`config.mk`:
```
export PLATFORM = sky130hd
export DESIGN_NAME = branch_unit
export DESIGN_NICKNAME = d
export VERILOG_FILES = /design/src/common/rv_pkg.sv /design/src/hdl/branch_unit.sv
export SDC_FILE = /design/constraint.sdc
export NUM_CORES = 1
export LEC_CHECK = 0
export BUFFER_PORTS_ARGS = -buffer_cell sky130_fd_sc_hd__buf_2
export CAP_MARGIN = 20
export CORE_AREA = 3 3 96 98
export DETAILED_ROUTE_END_ITERATION = 8
export DIE_AREA = 0 0 99 101
export PLACE_DENSITY_LB_ADDON = 0.15
export SLEW_MARGIN = 25
export SYNTH_ARGS = -nofsm -noshare
export SYNTH_HDL_FRONTEND = slang
export SYNTH_SLANG_ARGS = --single-unit
```
`constraint.sdc`:
```
create_clock -name vclk -period 5.4
set_clock_uncertainty 0.2 [all_clocks]
set_input_delay 1.35 -clock vclk [all_inputs]
set_output_delay 1.35 -clock vclk [all_outputs]
set_load 0.005 [all_outputs]
```
`src/common/rv_pkg.sv`:
```
package rv_pkg;

    localparam int xlen  = 32;              // Data path width
    localparam int dxlen = 2 * xlen;        // Full product width

    localparam logic [xlen-1:0] xlen_min = {1'b1, {(xlen-1){1'b0}}};  // Most negative value

    localparam logic [6:0] f7_zero   = 7'h00;   // Plain base encoding
    localparam logic [6:0] f7_alt    = 7'h20;   // SUB and SRA/SRAI
    localparam logic [6:0] f7_muldiv = 7'h01;   // M extension, OP only

    typedef enum logic [6:0] {
        opc_op     = 7'b0110011,    // Register-register ALU
        opc_op_imm = 7'b0010011,    // Register-immediate ALU
        opc_lui    = 7'b0110111,
        opc_auipc  = 7'b0010111,
        opc_branch = 7'b1100011,
        opc_jal    = 7'b1101111,
        opc_jalr   = 7'b1100111
    } opcode_e;

    typedef enum logic [4:0] {
        alu_add    = 5'd0,
        alu_sub    = 5'd1,
        alu_sll    = 5'd2,
        alu_slt    = 5'd3,
        alu_sltu   = 5'd4,
        alu_xor    = 5'd5,
        alu_srl    = 5'd6,
        alu_sra    = 5'd7,
        alu_or     = 5'd8,
        alu_and    = 5'd9,
        alu_mul    = 5'd10,         // M extension from here on
        alu_mulh   = 5'd11,
        alu_mulhsu = 5'd12,
        alu_mulhu  = 5'd13,
        alu_div    = 5'd14,
        alu_divu   = 5'd15,
        alu_rem    = 5'd16,
        alu_remu   = 5'd17
    } alu_op_e;

    typedef enum logic [2:0] {
        beq  = 3'b000,
        bne  = 3'b001,
        blt  = 3'b100,
        bge  = 3'b101,
        bltu = 3'b110,
        bgeu = 3'b111
    } branch_cond_e;

    typedef enum logic [1:0] {src1_reg1, src1_pc, src1_zero} op1_src_e;
    typedef enum logic [1:0] {src2_reg2, src2_imm, src2_four} op2_src_e;

endpackage
```
`src/hdl/branch_unit.sv`:
```
`timescale 1ns/1ps

module branch_unit (
    input  logic [6:0]              opcode,
    input  logic [2:0]              funct3,
    input  logic [rv_pkg::xlen-1:0] rs1_value,
    input  logic [rv_pkg::xlen-1:0] rs2_value,
    input  logic [rv_pkg::xlen-1:0] imm,
    input  logic [rv_pkg::xlen-1:0] pc,
    output logic                    taken,
    output logic [rv_pkg::xlen-1:0] target
);

    logic                    is_eq;
    logic                    is_lt;         // Signed compare
    logic                    is_ltu;        // Unsigned compare
    logic                    cond_met;
    logic [rv_pkg::xlen-1:0] jalr_sum;

    assign is_eq    = (rs1_value == rs2_value);
    assign is_lt    = ($signed(rs1_value) < $signed(rs2_value));
    assign is_ltu   = (rs1_value < rs2_value);
    assign jalr_sum = rs1_value + imm;

    always_comb begin
        case (rv_pkg::branch_cond_e'(funct3))
            rv_pkg::beq:  cond_met = is_eq;
            rv_pkg::bne:  cond_met = !is_eq;
            rv_pkg::blt:  cond_met = is_lt;
            rv_pkg::bge:  cond_met = !is_lt;
            rv_pkg::bltu: cond_met = is_ltu;
            rv_pkg::bgeu: cond_met = !is_ltu;
            default:      cond_met = 1'b0;          // Undefined funct3
        endcase
    end

    always_comb begin
        case (opcode)
            rv_pkg::opc_branch: taken = cond_met;
            rv_pkg::opc_jal:    taken = 1'b1;
            rv_pkg::opc_jalr:   taken = 1'b1;
            default:            taken = 1'b0;
        endcase
        if (opcode == rv_pkg::opc_jalr) begin
            target = {jalr_sum[rv_pkg::xlen-1:1], 1'b0};    // Bit 0 cleared
        end else begin
            target = pc + imm;
        end
    end

endmodule

```
==> flow_summary.rst <==
.. list-table::
   :header-rows: 1

   * - Metric
     - Value
   * - Final Instance Area
     - 6250 um^2
   * - Measured slew at the worst slew-check pin
     - 698 ps
   * - Worst-case hold path end point
     - taken
   * - Total power after layout
     - 0.732 mW
   * - Worst Path Class, Setup
     - in -> out
   * - Initial core utilization
     - 50.8%
   * - Total number of vias
     - 5526
   * - Crit path time final
     - 5600 ps
   * - Cell types with the largest area share after synthesis
     - sky130_fd_sc_hd__ha_1, sky130_fd_sc_hd__a21o_1, sky130_fd_sc_hd__a21oi_1
   * - CP delay by family, top
     - compound AO/OA/AOI/OAI gates
   * - Number of global-route vias before repair
     - 5191
   * - First-pass GRT wire length
     - 23.0 mm
   * - Initial antenna violation count
     - 0
   * - Critical Path Source Type
     - input pin
   * - Netlist area before placement
     - 4350 um^2
   * - Number of flip-flops and latches
     - 0
   * - Cell area power density
     - 117 nW/um^2
   * - Buffers on Ports
     - 171
   * - Total core area
     - 8550 um^2
   * - Final count of pins violating max slew
     - 0
   * - Height of the chip
     - 101 um
   * - Total congestion overflow
     - 0
   * - Most frequent cell on the critical path
     - sky130_fd_sc_hd__a311o_1
   * - Netlist cell types
     - 54
   * - Count of endpoints failing setup in the final report
     - 5
   * - Antenna cells
     - 0
   * - P&R area growth vs syn
     - 43.7%
   * - Setup TNS Final
     - -397 ps
   * - Average vias per placed instance
     - 5.70
   * - Antenna violation net count after detailed routing
     - 0
   * - Worst Path Buf+Inv
     - 2
   * - Data arrival, critical path
     - 4050 ps
   * - Synthesis Warnings
     - 0
   * - Placement row count
     - 34
   * - Hold_sp
     - opcode[4]
   * - Result of the run
     - finished, violations left
   * - Smallest setup slack after layout
     - -201 ps
   * - DRC violations left
     - 0
   * - Lkg Pwr
     - 3.42 nW
   * - Starting DRT DRC Count
     - 204
   * - Die outline width
     - 99 um
   * - Top-Level Pins
     - 171
   * - Number of max-cap violations
     - 0
   * - Final GP Congestion
     - 0.891
   * - Req. time, crit path
     - 3850 ps
   * - Rel. slew slack
     - 53.4%
   * - Number of cells produced by synthesis
     - 617
   * - Final cell utilization of the core
     - 73.1%
   * - Global-route usage over all layers
     - 26.8%
   * - Placed cell areas
     - 5910 um^2
   * - Number of detailed-route iterations in the first pass
     - 5
   * - CP max FO
     - 3
   * - Library cell with the largest summed area after synthesis
     - sky130_fd_sc_hd__ha_1
   * - Fraction of the yosys area taken by sequential cells
     - 0%
   * - Total die area
     - 10000 um^2
   * - Final nets
     - 1096
   * - Peak per-stage delay on the critical path
     - 430 ps
   * - Critical path, cell by cell
     - buf_4 -> ha_4 -> a211oi_2 -> nor2_1 -> o31a_1 -> a21oi_4 -> o21ai_4 -> a311o_1 -> a311o_1 -> a31oi_1 -> xor2_1 -> mux2i_1 -> buf_2
   * - Path class of the lowest-slack min-delay path
     - in -> out
   * - Layout clock buffers
     - 0
   * - Post-Syn Area per Cell
     - 7.05 um^2
   * - Fraction of the cycle the final worst path needs
     - 104%
   * - Maximum clock frequency
     - 0.179 GHz
   * - Violations in the final reports
     - negative setup slack
   * - Largest net degree at the start of global routing
     - 32
   * - Post-detailed-routing wire length
     - 14.8 mm
   * - Slowest library cell on the worst path
     - sky130_fd_sc_hd__a311o_1
   * - Final-report hold violation count
     - 0
   * - Sequential cell area in the final layout
     - 0 um^2
   * - Average wire length per cell after detail routing
     - 15.3 um
   * - Fraction of layout instances using a drive strength above 1
     - 36.8%
   * - Post-synth top area share
     - 26.8%
   * - Unrepaired setup endpoints after global routing
     - yes
   * - Mapped Nets
     - 850
   * - Final HPWL DP
     - 12.4 mm
   * - Depth of the worst hold-timing path
     - 5
   * - Critical path endpoint category
     - primary output
   * - Worst ir drop on vdd
     - 0.0741 mV
-- synthesized netlist by cell type (3+ instances only) --
| cell type | number |
|---|---|
| sky130_fd_sc_hd__and4_1 | 5 |
| sky130_fd_sc_hd__nand2_1 | 47 |
| sky130_fd_sc_hd__a211oi_1 | 6 |
| sky130_fd_sc_hd__o21a_1 | 14 |
| sky130_fd_sc_hd__nand4_1 | 16 |
| sky130_fd_sc_hd__nor3b_1 | 4 |
| sky130_fd_sc_hd__mux2i_1 | 8 |
| sky130_fd_sc_hd__o21bai_1 | 7 |
| sky130_fd_sc_hd__nand3_1 | 12 |
| sky130_fd_sc_hd__a21o_1 | 43 |
| sky130_fd_sc_hd__a31oi_1 | 7 |
| sky130_fd_sc_hd__nand2b_1 | 12 |
| sky130_fd_sc_hd__o211a_1 | 3 |
| sky130_fd_sc_hd__a221oi_1 | 4 |
| sky130_fd_sc_hd__xor2_1 | 21 |
| sky130_fd_sc_hd__and3_1 | 4 |
| sky130_fd_sc_hd__nor2_1 | 29 |
| sky130_fd_sc_hd__o21ai_1 | 3 |
| sky130_fd_sc_hd__or3_1 | 6 |
| sky130_fd_sc_hd__and2_1 | 6 |
| sky130_fd_sc_hd__xnor2_1 | 28 |
| sky130_fd_sc_hd__o211ai_1 | 3 |
| sky130_fd_sc_hd__o31ai_1 | 4 |
| sky130_fd_sc_hd__or2_2 | 3 |
| sky130_fd_sc_hd__o21ai_0 | 53 |
| sky130_fd_sc_hd__ha_1 | 93 |
| sky130_fd_sc_hd__clkbuf_1 | 16 |
| sky130_fd_sc_hd__nor3_1 | 4 |
| sky130_fd_sc_hd__a21oi_1 | 58 |
| sky130_fd_sc_hd__inv_1 | 48 |
| sky130_fd_sc_hd__nor2b_1 | 7 |
| sky130_fd_sc_hd__a211o_1 | 6 |
| sky130_fd_sc_hd__nor4_1 | 4 |
| sky130_fd_sc_hd__a21boi_0 | 3 |
-- power by group --
part / total [mW] / leakage, nW / switching (mW) / internal [mW]
clock network: 0 / 0 / 0 / 0
registers: 0 / 0 / 0 / 0
logic: 0.732 / 3.42 / 0.367 / 0.365
total: 0.732 / 3.42 / 0.367 / 0.365
-- timing repair --
item / in CTS / in global routing
resized for setup: 29 / 50
setup buffers: 2 / 4
pin swaps: 19 / 30
hold buffers: 0 / 0
setup endpoints to repair: 13 / 15
-- metal layers --
| layer | wire (um) | vias to the layer above | track usage [%] |
|---|---|---|---|
| met5 | 0 | - | 0 |
| met4 | 182 | 0 | 2.94 |
| met3 | 946 | 21 | 2.28 |
| met2 | 7250 | 192 | 49.2 |
| met1 | 6450 | 2522 | 35.1 |
| li1 | - | 2791 | - |
-- through the flow --
step	hold WS [ps]	setup slack [ps]	instances
after floorplan	2640	159	617
after global placement	2860	-231	963
after detailed placement	2860	-322	963
after CTS	2860	-112	965
after global routing	2910	-267	969
final	2860	-201	969
-- worst max-delay path by stage --
stage                 from         end  cells past startpoint
global route        imm[1]  target[29]                     13
global placement    imm[0]  target[26]                     15
finish              imm[1]  target[29]                     13
CTS                  pc[0]  target[28]                     15
floorplan           imm[0]  target[26]                     13
detailed placement  imm[0]  target[28]                     15
-- cell type report --
cell class,instances,area [um^2]
multi-input combinational,551,4370
inverter,48,180
fill,707,2300
tap,108,135
timing repair buffer,262,1560
-- placed cells by master (no fill, tap or decap), types with 4 or more instances in the layout --
cell,n
sky130_fd_sc_hd__a211o_1,6
sky130_fd_sc_hd__a211oi_1,5
sky130_fd_sc_hd__a21o_1,43
sky130_fd_sc_hd__a21oi_1,51
sky130_fd_sc_hd__a21oi_2,5
sky130_fd_sc_hd__a31oi_1,5
sky130_fd_sc_hd__and2_1,4
sky130_fd_sc_hd__and3_1,4
sky130_fd_sc_hd__and4_1,5
sky130_fd_sc_hd__buf_2,168
sky130_fd_sc_hd__buf_4,92
sky130_fd_sc_hd__ha_1,87
sky130_fd_sc_hd__ha_4,4
sky130_fd_sc_hd__inv_1,46
sky130_fd_sc_hd__mux2i_1,8
sky130_fd_sc_hd__nand2_1,47
sky130_fd_sc_hd__nand2b_1,12
sky130_fd_sc_hd__nand3_1,10
sky130_fd_sc_hd__nand4_1,16
sky130_fd_sc_hd__nor2_1,28
sky130_fd_sc_hd__nor2b_1,6
sky130_fd_sc_hd__nor3_1,4
sky130_fd_sc_hd__nor3b_1,4
sky130_fd_sc_hd__nor4_1,4
sky130_fd_sc_hd__o21a_1,13
sky130_fd_sc_hd__o21ai_0,34
sky130_fd_sc_hd__o21ai_1,13
sky130_fd_sc_hd__o21ai_2,8
sky130_fd_sc_hd__o21bai_1,6
sky130_fd_sc_hd__or3_1,5
sky130_fd_sc_hd__xnor2_1,28
sky130_fd_sc_hd__xor2_1,21
-- cells by family after synthesis --
| kind of cell | after synthesis | share of synthesized area, % |
|---|---|---|
| compound gates | 233 | 35.0 |
| xor+xnor | 49 | 9.87 |
| buf+inv | 66 | 5.87 |
| simple gates | 166 | 19.7 |
| fa+ha+maj | 95 | 27.7 |
| mux | 8 | 1.84 |
Note: power is estimated with default switching activity, not from simulation.
