**config.mk**
```make
export PLATFORM = sky130hd
export DESIGN_NAME = issue_decode
export DESIGN_NICKNAME = d
export VERILOG_FILES = /design/src/common/rv_pkg.sv /design/src/hdl/issue_decode.sv
export SDC_FILE = /design/constraint.sdc
export NUM_CORES = 1
export LEC_CHECK = 0
export BUFFER_PORTS_ARGS = -buffer_cell sky130_fd_sc_hd__buf_2
export CAP_MARGIN = 10
export CORE_AREA = 2 2 84 86
export DETAILED_ROUTE_END_ITERATION = 12
export DIE_AREA = 0 0 86 88
export PLACE_DENSITY = 0.71
export SETUP_SLACK_MARGIN = 0.3
export SLEW_MARGIN = 5
export SYNTH_ARGS = -nofsm -noshare
export SYNTH_HDL_FRONTEND = slang
export SYNTH_SLANG_ARGS = --single-unit
```
**constraint.sdc**
```tcl
create_clock -name vclk -period 1.7
set_input_delay 0.34 -clock vclk [all_inputs]
set_output_delay 0.34 -clock vclk [all_outputs]
set_load 0.02 [all_outputs]
```
**src/common/rv_pkg.sv**
```systemverilog
package rv_pkg;

    localparam int xlen  = 32;              // Data path width
    localparam int dxlen = 2 * xlen;        // Full product width

    localparam logic [xlen-1:0] xlen_min = {1'b1, {(xlen-1){1'b0}}};  // Most negative value

    localparam logic [6:0] f7_zero   = 7'h00;   // Plain base encoding
    localparam logic [6:0] f7_alt    = 7'h20;   // SUB and SRA/SRAI
    localparam logic [6:0] f7_muldiv = 7'h01;   // M extension, OP only

    typedef enum logic [6:0] {
        opc_op     = 7'b0110011,    // Register-register ALU
        opc_op_imm = 7'b0010011,    // Register-immediate ALU
        opc_lui    = 7'b0110111,
        opc_auipc  = 7'b0010111,
        opc_branch = 7'b1100011,
        opc_jal    = 7'b1101111,
        opc_jalr   = 7'b1100111
    } opcode_e;

    typedef enum logic [4:0] {
        alu_add    = 5'd0,
        alu_sub    = 5'd1,
        alu_sll    = 5'd2,
        alu_slt    = 5'd3,
        alu_sltu   = 5'd4,
        alu_xor    = 5'd5,
        alu_srl    = 5'd6,
        alu_sra    = 5'd7,
        alu_or     = 5'd8,
        alu_and    = 5'd9,
        alu_mul    = 5'd10,         // M extension from here on
        alu_mulh   = 5'd11,
        alu_mulhsu = 5'd12,
        alu_mulhu  = 5'd13,
        alu_div    = 5'd14,
        alu_divu   = 5'd15,
        alu_rem    = 5'd16,
        alu_remu   = 5'd17
    } alu_op_e;

    typedef enum logic [2:0] {
        beq  = 3'b000,
        bne  = 3'b001,
        blt  = 3'b100,
        bge  = 3'b101,
        bltu = 3'b110,
        bgeu = 3'b111
    } branch_cond_e;

    typedef enum logic [1:0] {src1_reg1, src1_pc, src1_zero} op1_src_e;
    typedef enum logic [1:0] {src2_reg2, src2_imm, src2_four} op2_src_e;

endpackage
```
**src/hdl/issue_decode.sv**
```systemverilog
`timescale 1ns/1ps

module issue_decode (
    input  logic [6:0]              opcode,
    input  logic [2:0]              funct3,
    input  logic [6:0]              funct7,
    input  logic [rv_pkg::xlen-1:0] rs1_value,
    input  logic [rv_pkg::xlen-1:0] rs2_value,
    input  logic [rv_pkg::xlen-1:0] imm,
    input  logic [rv_pkg::xlen-1:0] pc,
    output logic [rv_pkg::xlen-1:0] alu_op1,
    output logic [rv_pkg::xlen-1:0] alu_op2,
    output rv_pkg::alu_op_e         alu_sel,
    output logic                    illegal
);

    rv_pkg::op1_src_e op1_src;
    rv_pkg::op2_src_e op2_src;
    rv_pkg::alu_op_e  base_op;      // Picked by funct3 alone
    rv_pkg::alu_op_e  muldiv_op;    // M extension row
    logic             is_f7_zero;
    logic             is_f7_alt;
    logic             is_f7_muldiv;
    logic             is_shift_r;   // SRL/SRA and their immediate forms

    assign is_f7_zero   = (funct7 == rv_pkg::f7_zero);
    assign is_f7_alt    = (funct7 == rv_pkg::f7_alt);
    assign is_f7_muldiv = (funct7 == rv_pkg::f7_muldiv);
    assign is_shift_r   = (funct3 == 3'b101);

    always_comb begin
        case (funct3)
            3'b000:  base_op = rv_pkg::alu_add;
            3'b001:  base_op = rv_pkg::alu_sll;
            3'b010:  base_op = rv_pkg::alu_slt;
            3'b011:  base_op = rv_pkg::alu_sltu;
            3'b100:  base_op = rv_pkg::alu_xor;
            3'b101:  base_op = rv_pkg::alu_srl;     // SRA comes from funct7
            3'b110:  base_op = rv_pkg::alu_or;
            default: base_op = rv_pkg::alu_and;
        endcase
    end

    always_comb begin
        case (funct3)
            3'b000:  muldiv_op = rv_pkg::alu_mul;
            3'b001:  muldiv_op = rv_pkg::alu_mulh;
            3'b010:  muldiv_op = rv_pkg::alu_mulhsu;
            3'b011:  muldiv_op = rv_pkg::alu_mulhu;
            3'b100:  muldiv_op = rv_pkg::alu_div;
            3'b101:  muldiv_op = rv_pkg::alu_divu;
            3'b110:  muldiv_op = rv_pkg::alu_rem;
            default: muldiv_op = rv_pkg::alu_remu;
        endcase
    end

    always_comb begin
        op1_src = rv_pkg::src1_reg1;
        op2_src = rv_pkg::src2_reg2;
        alu_sel = rv_pkg::alu_add;
        illegal = 1'b0;
        case (opcode)
            rv_pkg::opc_op: begin
                if (is_f7_zero) begin
                    alu_sel = base_op;
                end else if (is_f7_alt && funct3 == 3'b000) begin
                    alu_sel = rv_pkg::alu_sub;
                end else if (is_f7_alt && is_shift_r) begin
                    alu_sel = rv_pkg::alu_sra;
                end else if (is_f7_muldiv) begin
                    alu_sel = muldiv_op;
                end else begin
                    illegal = 1'b1;
                end
            end
            rv_pkg::opc_op_imm: begin
                op2_src = rv_pkg::src2_imm;
                alu_sel = base_op;
                if (funct3 == 3'b001) begin
                    illegal = !is_f7_zero;              // SLLI
                end else if (is_shift_r) begin
                    if (is_f7_alt) begin
                        alu_sel = rv_pkg::alu_sra;
                    end
                    illegal = !(is_f7_zero || is_f7_alt);
                end
            end
            rv_pkg::opc_lui: begin
                op1_src = rv_pkg::src1_zero;
                op2_src = rv_pkg::src2_imm;
            end
            rv_pkg::opc_auipc: begin
                op1_src = rv_pkg::src1_pc;
                op2_src = rv_pkg::src2_imm;
            end
            rv_pkg::opc_jal, rv_pkg::opc_jalr: begin
                op1_src = rv_pkg::src1_pc;              // Link address pc + 4
                op2_src = rv_pkg::src2_four;
            end
            rv_pkg::opc_branch: illegal = (funct3[2:1] == 2'b01);   // funct3 2 and 3 undefined
            default:            illegal = 1'b1;
        endcase
    end

    always_comb begin
        case (op1_src)
            rv_pkg::src1_reg1: alu_op1 = rs1_value;
            rv_pkg::src1_pc:   alu_op1 = pc;
            default:           alu_op1 = '0;
        endcase
        case (op2_src)
            rv_pkg::src2_reg2: alu_op2 = rs2_value;
            rv_pkg::src2_imm:  alu_op2 = imm;
            default:           alu_op2 = rv_pkg::xlen'(4);
        endcase
    end

endmodule

```
==> results of run 1 <==
## worst paths after layout
| kind | depth (start not counted) | to | slack, ps | start |
|---|---|---|---|---|
| hold / removal | 3 | alu_op2[5] | 980 | imm[5] |
| setup / recovery | 8 | illegal | -340 | opcode[6] |
## area by class of cell
| class | count | share of cell area [%] |
|---|---|---|
| inverters | 4 | 0.351 |
| repair buffers | 270 | 49.8 |
| well taps | 80 | 2.34 |
| multi-input cells | 193 | 47.5 |
## through the flow
| stage | hold WS, ps | utilization [%] | std cells | TNS (ps) |
|---|---|---|---|---|
| after global placement | 1010 | 50.8 | 533 | -19030 |
| after detailed placement | 1010 | 50.8 | 533 | -20700 |
| final | 977 | 64.4 | 547 | -19590 |
| after CTS | 976 | 56.0 | 539 | -19400 |
| after floorplan | 801 | - | 220 | -82.5 |
| after global routing | 985 | 64.4 | 547 | -24120 |
## placed cells by master (no fill, tap or decap), types with 4 or more instances in the layout
master / count
a21oi_1: 4
a21oi_4: 32
a22o_4: 31
buf_12: 6
buf_2: 139
buf_4: 50
buf_6: 67
clkbuf_16: 4
inv_1: 4
nand2_1: 44
nand2_2: 12
nand2_4: 13
nor3_1: 5
## what timing repair did
item,4_1_cts,5_1_grt
hold buffers,0,0
setup endpoints to repair,70,70
buffers inserted,4,2
cloned,2,6
pin swaps,6,20
resized for setup,80,120
## worst max-delay path, cell delays in order
cell	delay (ps)
buf_6	100
nor3b_4	260
buf_4	170
nand4b_1	140
buf_4	190
a2111oi_4	200
or3_4	190
buf_6	110
## metal layers
| metal | global-route usage (%) | part of all wire, % |
|---|---|---|
| met4 | 1.44 | 0.77 |
| met3 | 0.943 | 4.9 |
| met5 | 0 | 0 |
| met1 | 25.4 | 40 |
| met2 | 34.3 | 54 |
## power by group through the flow
| stage | Combinational (mW) | Sequential [mW] | Clock [mW] |
|---|---|---|---|
| after CTS | 0.905 | 0 | 0 |
| after global placement | 0.807 | 0 | 0 |
| final | 1.03 | 0 | 0 |
| after global routing | 1.09 | 0 | 0 |
| after detailed placement | 0.820 | 0 | 0 |
| after floorplan | 0.477 | 0 | 0 |
## cell families after synthesis
family	synth area share [%]
and+or+nand+nor	37.7
buffers and inverters	10.5
AOI/OAI and AO/OA	50.3
muxes	0.803
xor gates and xnor gates	0.703
==> metrics.txt, run 1 <==
row count=30; Gate power share=100.0%; pin count of the biggest net entering global routing=33; seq_cells=0; GR Overflow Total=0; Placed Instance Area=0.00338 sq mm; Syn Nets=365; Max-cap violations=0; Die Wd=86 microns; Area growth syn-to-layout=243%; sequential group share of total power=0%; crit path kind=in2out; flip-flop and latch area=0 sq um; Setup violations, final=70; dominant cells by area after synthesis=a22o_1 23%, nand2_1 21%, a21oi_1 14%; die outline area=around 0.0076 sq mm; DRC=0; Tot Pwr=about 1.0 mW; RSZ-0062 raised after global routing=yes; failing checks=setup timing; # diodes=0; Hold Crit Class=in2out; GP Congestion=0.965; port bufs=215; cell taking the most area after synthesis=a22o_1; final instance area=0.00428 sq mm; Synth top cells by count=69 x nand2_1, 36 x a21oi_1, 33 x a22o_1; CP arrival=~1700 ps; Critical Path End Type=output port; antenna viol nets, final=0; PD cells=242 mW/mm^2; clock power share=0%; post-synth top area share=a little under a quarter; max-slew violations=0; Seq/Total Area, Yosys=0%; most common cell in the netlist=nand2_1; CLK BUF=0; Ys Warns=0; Syn Area/Cell=between 5 and 6 sq um; minimum clock period=~2000 ps; DR vias/cell=5.02; DR pass1 iterations=4; Slew @ Worst Pin=355 ps; P_sw=465 uW; Initial DRC Count=around 90; Final HPWL DP=6360 microns; leakage power=roughly 2.1 nW; core box area=0.00664 sq mm; worst setup margin=-335 ps; first-pass GRT wire length=about 12000 microns; distinct cell type count after synthesis=39; Initial Util=18.8%; layout cells sized above 1=a little over 80%; Worst Path Required=around 1400 ps; via count=about 2700; Internal=~570 uW; Synth Instances=220; Routed WL=roughly 9300 microns; Filler Cell Count=516; Final Hold Fails=0; antenna violations before repair=0; final net count=614; vias in the first global route=about 2600; drt wl/cell=17.0 microns; status=complete, but fails checks; GRT Util Overall=a little under a fifth; VDD IR max=149 uV; Switching Share=44.9%; ratio of final minimum period to clock period=120%; IO Count=about 220; Max-slew headroom=76.2%; Cell Area, Synth=approximately 0.0012 sq mm; Setup WS pre-CTS=-327 ps; Die H=88 microns; Worst setup SP type=input port; Multi-input gate area=just over 0.002 sq mm; Peak Freq=0.491 GHz; crit-path max FO=5
Note: power is estimated with default switching activity, not from simulation.
==> inputs of run 2 (changes only) <==
--- a/config.mk
+++ b/config.mk
@@ -10,7 +10,7 @@
 export CORE_AREA = 2 2 84 86
 export DETAILED_ROUTE_END_ITERATION = 12
 export DIE_AREA = 0 0 86 88
-export PLACE_DENSITY = 0.71
+export PLACE_DENSITY_LB_ADDON = 0.08
 export SETUP_SLACK_MARGIN = 0.3
 export SLEW_MARGIN = 5
 export SYNTH_ARGS = -nofsm -noshare
==> run 2 against run 1 <==
  * First-iteration DRC count fell by 25%
  * Critical endpoint unchanged
  * The run still ends with setup timing left
  * Sequential share of layout area did not move
  * Cell area rose by 6.6%
==> metrics.txt, run 2 (same netlist as run 1, synthesis figures left out) <==
status=complete, but fails checks; failing checks=setup timing; leakage power=2.18 nW; final net count=616; DR pass1 iterations=4; layout cells sized above 1=84.0%; Critical Path End Type=output port; drt wl/cell=16.7 microns; DR vias/cell=between 4 and 5; crit-path max FO=4; CLK BUF=0; antenna violations before repair=0; pin count of the biggest net entering global routing=33; HP Start=imm[0]; first-pass GRT wire length=13200 microns; Initial DRC Count=between 60 and 70; PD cells=about 230 mW/mm^2; Final HPWL DP=between 6000 and 7000 microns; die outline area=0.00757 sq mm; minimum clock period=2010 ps; IO Count=215; core box area=0.00664 sq mm; Hold Crit Class=in2out; flip-flop and latch area=0 sq um; most frequent cells in the layout=139 x buf_2, 82 x buf_6, 37 x nand2_1, 32 x a21oi_4, 31 x a22o_4; row count=30; Initial Util=between 10% and 20%; GRT Util Overall=about a fifth; Fin Hold WS=969 ps; Worst setup SP type=input port; Die H=88 microns; Placed Instance Area=0.00332 sq mm; GP Congestion=0.832; CP arrival=1670 ps; Worst Path Required=1360 ps; Endpoint, Worst Hold=alu_op2[0]; Max-slew headroom=77.6%; worst setup margin=-311 ps; ratio of final minimum period to clock period=118%; Final Hold Fails=0; WHS Path Cells=3; DRC=0; final instance area=about 0.0046 sq mm; Slew @ Worst Pin=333 ps; VDD IR max=119 uV; GR Overflow Total=0; max-slew violations=0; antenna viol nets, final=0; Setup violations, final=70; Routed WL=9160 microns; seq_cells=0; port bufs=215; Area growth syn-to-layout=266%; Max-cap violations=0; Peak Freq=a little under 0.5 GHz; Die Wd=86 microns; crit path kind=in2out; # diodes=0; vias in the first global route=2645; via count=2694; CTS Hold Buffers Added=0; crit path from=opcode[3]; most common cell after layout, fill and taps aside=buf_2; RSZ-0062 raised after global routing=yes
run 2: area by class of cell:
class                           instances  area, sq um
Timing Repair Buffer                  272         2400
Multi-Input combinational cell        193         2050
Fill cell                             544         2080
Tap cell                               80          100
Inverter                                4         15.0
run 2: worst max path at each step:
stage / endpoint / slack (ps) / cells past startpoint
after global routing: illegal / -400 / 7
after CTS: alu_op1[20] / -340 / 9
after global placement: alu_op1[14] / -330 / 8
final: illegal / -310 / 7
after detailed placement: alu_op1[22] / -360 / 8
after floorplan: alu_sel[0] / -70 / 5
run 2: power breakdown:
| group | switching [mW] | total [mW] | leakage, nW | internal, mW |
|---|---|---|---|---|
| Sequential | 0 | 0 | 0 | 0 |
| Clock | 0 | 0 | 0 | 0 |
| Combinational | 0.462 | 1.05 | 2.18 | 0.588 |
| Total | 0.462 | 1.05 | 2.18 | 0.588 |
run 2: what timing repair did:
item,in CTS,in global routing
pin swaps,13,16
endpoints found under the hold margin,0,0
buffers inserted,10,5
cloned,8,4
resized for setup,186,48
endpoints found under the setup margin,70,70
run 2: metrics by stage:
| step | std cells | util (%) | worst slack (ps) | setup TNS [ps] | power (mW) |
|---|---|---|---|---|---|
| floorplan | 220 | - | -65.7 | -82.5 | 0.477 |
| global placement | 522 | 50.0 | -329 | -20590 | 0.796 |
| detailed placement | 522 | 50.0 | -357 | -22320 | 0.805 |
| CTS | 540 | 64.0 | -341 | -19960 | 1.00 |
| global route | 549 | 68.7 | -400 | -23800 | 1.11 |
| finish | 549 | 68.7 | -311 | -19660 | 1.05 |
run 2: metal layers:
layer  track usage, %  wire length, microns  vias to the layer above
li1                 -                     -                     1311
met1             25.7                  3520                     1274
met2             41.5                  5100                      103
met3             1.70                   493                        6
met4             1.73                    48                        0
met5                0                     0                        -
run 2: worst max-delay path: stages:
cell,delay [ps]
buf_8,100
nor3b_4,210
buf_6,140
nand4b_1,170
a2111oi_2,400
or3_4,190
buf_6,110
